--- config.mk ---
export PLATFORM = sky130hd
export DESIGN_NAME = mem_stage
export DESIGN_NICKNAME = d
export VERILOG_FILES = /design/src/hdl/rv64_mem_pkg.sv /design/src/hdl/lsu_align.sv /design/src/hdl/mem_stage.sv
export SDC_FILE = /design/constraint.sdc
export NUM_CORES = 1
export LEC_CHECK = 0
export BUFFER_PORTS_ARGS = -buffer_cell sky130_fd_sc_hd__clkbuf_2
export CORE_AREA = 5 5 321 323
export CTS_CLUSTER_DIAMETER = 200
export DETAILED_ROUTE_END_ITERATION = 8
export DIE_AREA = 0 0 326 328
export GPL_TIMING_DRIVEN = 0
export SKIP_LAST_GASP = 1
export SYNTH_ARGS = -nofsm -noshare
export SYNTH_HDL_FRONTEND = slang
export SYNTH_HIERARCHICAL = 1
export SYNTH_SLANG_ARGS = --single-unit
export TNS_END_PERCENT = 10
--- constraint.sdc ---
create_clock -name clk -period 20 [get_ports clk]
set_clock_uncertainty 0.05 [all_clocks]
set_input_delay 5 -clock clk [delete_from_list [all_inputs] [get_ports clk]]
set_output_delay 5 -clock clk [all_outputs]
set_load 0.1 [all_outputs]
--- src/hdl/rv64_mem_pkg.sv ---
package rv64_mem_pkg;

  // datapath widths
  localparam int XLEN     = 64;
  localparam int INST_LEN = 32;
  localparam int REG_AW   = 5;
  localparam int CSR_AW   = 12;

  // data RAM depth in 64-bit words, upper address bits wrap
  localparam int DMEM_WORDS = 256;
  localparam int DMEM_AW    = $clog2(DMEM_WORDS);

  // access size; doubleword sits at zero so LD can carry the unsigned flag
  // and the all-zero code stays free for NONE
  typedef enum logic [1:0] {
    SIZE_D = 2'b00,
    SIZE_B = 2'b01,
    SIZE_H = 2'b10,
    SIZE_W = 2'b11
  } mem_size_e;

  typedef struct packed {
    logic      is_store;
    logic      is_unsigned;
    mem_size_e size;
  } memop_fields_t;

  // same 4 bits seen as opcode or as decoded fields
  typedef union packed {
    logic [3:0]    raw;
    memop_fields_t f;
  } memop_u;

  // raw operation codes, laid out as {store, unsigned, size}
  localparam logic [3:0] MEMOP_NONE = 4'b0000;
  localparam logic [3:0] MEMOP_LB   = 4'b0001;
  localparam logic [3:0] MEMOP_LH   = 4'b0010;
  localparam logic [3:0] MEMOP_LW   = 4'b0011;
  localparam logic [3:0] MEMOP_LD   = 4'b0100;
  localparam logic [3:0] MEMOP_LBU  = 4'b0101;
  localparam logic [3:0] MEMOP_LHU  = 4'b0110;
  localparam logic [3:0] MEMOP_LWU  = 4'b0111;
  localparam logic [3:0] MEMOP_SD   = 4'b1000;
  localparam logic [3:0] MEMOP_SB   = 4'b1001;
  localparam logic [3:0] MEMOP_SH   = 4'b1010;
  localparam logic [3:0] MEMOP_SW   = 4'b1011;

  // mcause values from the privileged spec
  localparam logic [3:0] CAUSE_LOAD_MISALIGNED  = 4'd4;
  localparam logic [3:0] CAUSE_STORE_MISALIGNED = 4'd6;

  typedef struct packed {
    logic            valid;
    logic [3:0]      cause;
    logic [XLEN-1:0] value;
  } trap_t;

  typedef struct packed {
    logic [XLEN-1:0]     pc;
    logic [INST_LEN-1:0] inst;
    logic [REG_AW-1:0]   rd_idx;
    logic [XLEN-1:0]     rs2_data;
    memop_u              mem_op;
    logic [XLEN-1:0]     alu_data;
    logic [CSR_AW-1:0]   csr_addr;
    logic [XLEN-1:0]     csr_data;
    logic                csr_valid;
    trap_t               trap;
  } ex_mem_t;

  typedef struct packed {
    logic [XLEN-1:0]     pc;
    logic [INST_LEN-1:0] inst;
    logic [REG_AW-1:0]   rd_idx;
    logic [XLEN-1:0]     mem_data;
    logic [CSR_AW-1:0]   csr_addr;
    logic [XLEN-1:0]     csr_data;
    logic                csr_valid;
    trap_t               trap;
  } mem_wb_t;

  // one request to the data RAM
  typedef struct packed {
    logic [DMEM_AW-1:0] idx;
    logic [XLEN-1:0]    wdata;
    logic [7:0]         wmask;
    logic               write;
  } dmem_req_t;

endpackage

--- src/hdl/lsu_align.sv ---
`timescale 1ns/1ps

module lsu_align import rv64_mem_pkg::*; (
  input  memop_u          op_i,
  input  logic [XLEN-1:0] addr_i,
  input  logic [XLEN-1:0] store_data_i,
  input  logic [XLEN-1:0] read_word_i,
  output logic [XLEN-1:0] wdata_o,
  output logic [7:0]      wmask_o,
  output logic [XLEN-1:0] load_data_o,
  output logic            misaligned_o
);

  logic [2:0]      ofs;
  logic [7:0]      size_mask;
  logic [2:0]      align_bits;
  logic [XLEN-1:0] read_shifted;
  logic            ext_b;
  logic            ext_h;
  logic            ext_w;

  assign ofs = addr_i[2:0];

  // lane mask and the offset bits that must be zero
  always_comb begin
    unique case (op_i.f.size)
      SIZE_B: begin
        size_mask  = 8'h01;
        align_bits = 3'b000;
      end
      SIZE_H: begin
        size_mask  = 8'h03;
        align_bits = 3'b001;
      end
      SIZE_W: begin
        size_mask  = 8'h0f;
        align_bits = 3'b011;
      end
      default: begin
        size_mask  = 8'hff;
        align_bits = 3'b111;
      end
    endcase
  end

  // store side, move low bytes up to the addressed lanes
  assign wdata_o = store_data_i << {ofs, 3'b000};
  assign wmask_o = op_i.f.is_store ? (size_mask << ofs) : 8'h00;

  // load side, bring addressed bytes down to bit 0
  assign read_shifted = read_word_i >> {ofs, 3'b000};

  assign ext_b = ~op_i.f.is_unsigned & read_shifted[7];
  assign ext_h = ~op_i.f.is_unsigned & read_shifted[15];
  assign ext_w = ~op_i.f.is_unsigned & read_shifted[31];

  always_comb begin
    unique case (op_i.f.size)
      SIZE_B:  load_data_o = {{56{ext_b}}, read_shifted[7:0]};
      SIZE_H:  load_data_o = {{48{ext_h}}, read_shifted[15:0]};
      SIZE_W:  load_data_o = {{32{ext_w}}, read_shifted[31:0]};
      default: load_data_o = read_shifted;
    endcase
  end

  // NONE decodes as a doubleword, so keep it out of the check
  assign misaligned_o = (op_i.raw != MEMOP_NONE) && ((ofs & align_bits) != 3'b000);

endmodule

--- src/hdl/mem_stage.sv ---
`timescale 1ns/1ps

module mem_stage import rv64_mem_pkg::*; (
  input  logic            clk,
  input  logic            rst_i,
  input  ex_mem_t         in_i,
  input  logic            in_valid_i,
  output logic            in_ready_o,
  output mem_wb_t         out_o,
  output logic            out_valid_o,
  input  logic            out_ready_i,
  output dmem_req_t       req_o,
  output logic            req_valid_o,
  input  logic            rsp_valid_i,
  input  logic [XLEN-1:0] rsp_rdata_i
);

  typedef enum logic [1:0] {
    S_IDLE,
    S_REQ,
    S_WAIT,
    S_OUT
  } state_e;

  state_e          state_q;
  ex_mem_t         held_q;
  mem_wb_t         out_q;
  ex_mem_t         cur_item;
  logic            accept;
  logic            in_is_mem;
  logic            held_is_load;
  logic            misaligned;
  logic            new_trap;
  logic [XLEN-1:0] wdata;
  logic [7:0]      wmask;
  logic [XLEN-1:0] load_data;

  assign accept = in_valid_i && (state_q == S_IDLE);

  // alignment unit looks at the incoming item while idle, else the held one
  assign cur_item = (state_q == S_IDLE) ? in_i : held_q;

  lsu_align u_align (
    .op_i         (cur_item.mem_op),
    .addr_i       (cur_item.alu_data),
    .store_data_i (cur_item.rs2_data),
    .read_word_i  (rsp_rdata_i),
    .wdata_o      (wdata),
    .wmask_o      (wmask),
    .load_data_o  (load_data),
    .misaligned_o (misaligned)
  );

  assign in_is_mem    = in_i.mem_op.raw != MEMOP_NONE;
  assign held_is_load = (held_q.mem_op.raw != MEMOP_NONE) && !held_q.mem_op.f.is_store;

  // an earlier trap wins over a misalignment found here
  assign new_trap = misaligned && !in_i.trap.valid;

  always_ff @(posedge clk) begin
    if (rst_i) begin
      state_q <= S_IDLE;
    end else begin
      unique case (state_q)
        S_IDLE: begin
          if (in_valid_i) begin
            // items that skip memory go straight to the output
            if (!in_is_mem || in_i.trap.valid || misaligned) begin
              state_q <= S_OUT;
            end else begin
              state_q <= S_REQ;
            end
          end
        end
        S_REQ: begin
          state_q <= S_WAIT;
        end
        S_WAIT: begin
          if (rsp_valid_i) begin
            state_q <= S_OUT;
          end
        end
        S_OUT: begin
          if (out_ready_i) begin
            state_q <= S_IDLE;
          end
        end
        default: begin
          state_q <= S_IDLE;
        end
      endcase
    end
  end

  always_ff @(posedge clk) begin
    if (accept) begin
      held_q           <= in_i;
      out_q.pc         <= in_i.pc;
      out_q.inst       <= in_i.inst;
      out_q.rd_idx     <= in_i.rd_idx;
      out_q.csr_addr   <= in_i.csr_addr;
      out_q.csr_data   <= in_i.csr_data;
      out_q.csr_valid  <= in_i.csr_valid;
      out_q.mem_data   <= in_i.alu_data;
      out_q.trap       <= in_i.trap;
      if (new_trap) begin
        out_q.trap.valid <= 1'b1;
        out_q.trap.cause <= in_i.mem_op.f.is_store ? CAUSE_STORE_MISALIGNED
                                                   : CAUSE_LOAD_MISALIGNED;
        out_q.trap.value <= in_i.alu_data;
      end
    end
    // load result replaces the alu value
    if ((state_q == S_WAIT) && rsp_valid_i && held_is_load) begin
      out_q.mem_data <= load_data;
    end
  end

  assign in_ready_o  = (state_q == S_IDLE);
  assign out_valid_o = (state_q == S_OUT);
  assign out_o       = out_q;

  // request built from the held item
  assign req_valid_o   = (state_q == S_REQ);
  assign req_o.idx     = held_q.alu_data[3 +: DMEM_AW];
  assign req_o.wdata   = wdata;
  assign req_o.wmask   = wmask;
  assign req_o.write   = held_q.mem_op.f.is_store;

  // RAM answers next cycle, and no second request overlaps it
  a_req_rsp: assert property (@(posedge clk) disable iff (rst_i)
    req_valid_o |=> (rsp_valid_i && !req_valid_o));

  // output held steady under back-pressure
  a_out_stable: assert property (@(posedge clk) disable iff (rst_i)
    (out_valid_o && !out_ready_i) |=> (out_valid_o && $stable(out_o)));

endmodule

==> results.md <==
* Outcome: finished, final reports clean
* Post-Syn Area per Cell at between 10 and 15 sq um
* Slowest cell on crit path: clkbuf_1
* Via count at 16230
* RSZ-0062 raised after global routing: false
* Total clock sinks at between 300 and 400
* Via/cell ratio at around 4.3
* Vias in the first global route at approximately 16000
* Max Slew Vio Count at 0
* Die height at about 330 um
* Register-to-Register Path Depth at 15
* FMAX at between 0.07 and 0.08 GHz
* WS Path Type: in -> out
* Die width at 326 um
* Root Buffer: clkbuf_16
* Hold Crit Class: reg -> reg
* Longest Clk Path Bufs at 3
* Post-synth design cell area at 0.02055 sq mm
* Total track usage at a little under a fifth
* Pin count of the biggest net entering global routing at between 60 and 70
* Clk_lat worst skew at 0.62 ns
* First-pass GRT wire length at between 100000 and 150000 um
* Worst R2R Start: state_q[0]
* Maxcap violations at 0
* Most frequent CP cell: clkbuf_1
* Layout Area Growth over Synthesis at 37.98%
* Initial antenna violation count at 27
* Share of layout cells above drive strength 1 at between 50% and 60%
* Number of CTS-inserted buffers at between 50 and 60
* Cell Chain, Critical Path: clkbuf_2, mux2_2, buf_2, clkbuf_1, clkbuf_1, clkbuf_1, a31oi_1, mux2i_1, clkbuf_2
* Worst setup EP type: primary output
* Final hold viol count at 0
* CTS tree: done
* WP data arrival at 8.53 ns
* Post-CTS setup buffer count at 0
* Clk pin slew, worst setup/hold paths at around 0.06 ns
* Total global routing overflow at 0
* I/O Buffers at between 800 and 900
* CP bufs+invs at 6
* Hold depth at 2
* Fin crit share at between 60% and 70%
* Initial drt markers at between 1000 and 1500
* Pre-antenna DRT Iters at 6
* R2R setup slack at ~14 ns
* Die Area at between 0.1 and 0.15 sq mm
* Mapped Nets at between 1500 and 2000
* Crit path max fanout at 10
* Final net count at about 2900
* Core area at 0.09957 sq mm
* H-Tree Level Count at 2
* Max-slew headroom at a little under a third
* Crit path launch: in_i[147]
* Worst Tran Pin Value at between 1 and 1.5 ns
* Final ANT Viol Nets at 0
* Cts hold-fix bufs at 0
* Top delay family on crit path: buffers and inverters
* WL final at 102400 um
* Average wire per standard cell at between 20 and 30 um
* Tmin final at ~14 ns
* Hold Startpoint: state_q[0]
* Post-CTS resize count at 0
* I/O pin total at 843
* Req. time, crit path at about 15 ns
* Residual DRC at 0
* Sink of the worst hold path: state_q[0]
* Gpl congestion at between 0.9 and 1
* TNS Setup at 0 ns
* Setup-failing EPs final at 0
* Critical path's largest stage delay at ~0.63 ns
* Core Rows at roughly 120
* Detail Placement HPWL at about 85000 um
* Mapped Cells at approximately 1500
* Reg-to-Reg End: out_o[14]
* Initial Util at between 20% and 30%
* Crit start category: primary input
* Yosys warns at 6
[flip-flops by register name, indices dropped and copies added (netlist names)]
name,cells
held_q,70
out_o,311
req_o,9
state_q,2
[layout make-up]
class	instances	area [sq um]
Fill cell	10430	71210
Buffer	293	1992
Tap cell	1298	1624
Antenna cell	7	17.52
Clock buffer	60	1331
Inverter	15	56.30
Timing Repair Buffer	849	4399
Clock inverter	37	429.2
Multi-Input combinational cell	801	6756
Sequential cell	392	11750
[per-stage QoR]
| step | setup WS [ns] | hold WS, ns | util [%] | cell area, sq um | instances |
|---|---|---|---|---|---|
| 2_1_floorplan | 4.868 | 0.4751 | - | 20550 | 1501 |
| 3_3_place_gp | -0.9841 | 0.5331 | 26.50 | 26390 | 3641 |
| 3_5_place_dp | 6.371 | 0.5565 | 26.70 | 26580 | 3648 |
| 4_1_cts | 6.382 | 0.5572 | 28.46 | 28340 | 3745 |
| 5_1_grt | 6.281 | 0.5723 | 28.46 | 28340 | 3745 |
| 6_report | 6.422 | 0.5742 | 28.48 | 28360 | 3752 |
[worst max-delay path by stage]
stage / slack, ns / cells after the start / end
5_1_grt: 6.28 / 9 / req_o[67]
6_report: 6.42 / 9 / req_o[63]
2_1_floorplan: 4.87 / 4 / out_o[146]
3_3_place_gp: -0.98 / 5 / out_o[169]
4_1_cts: 6.38 / 9 / req_o[67]
3_5_place_dp: 6.37 / 9 / req_o[67]
[layout by cell type (no fill, tap or decap), drive strengths merged, types with 8 or more instances in the layout]
master,n
edfxtp,390
nor3,11
clkbuf,949
ha,9
buf,253
a211oi,8
a31oi,9
nand2b,11
mux4,8
and2,12
mux2i,110
o22ai,17
o32a,12
nor2,65
inv,17
mux2,234
o211ai,8
nand2,51
and3,64
nor2b,13
clkinv,25
nand3,33
o21ai,66
a21oi,28
[routing by layer]
metal  track usage [%]  part of all wire (%)  vias to the layer above
met3             5.679                   8.3                      147
met1             21.67                    40                     8002
met4             3.976                   2.2                       22
met5                 0                  0.13                        -
li1                  -                     -                     7254
met2             32.06                    50                      807
[tightest hold or removal path, stage by stage (launching register included)]
cell	delay (ns)
dfxtp_1	0.34
inv_1	0.14
a211oi_1	0.09
Power is left out: the tool's default activity adds up to more than one toggle a clock period on the data nets, which glitch-free logic cannot reach.
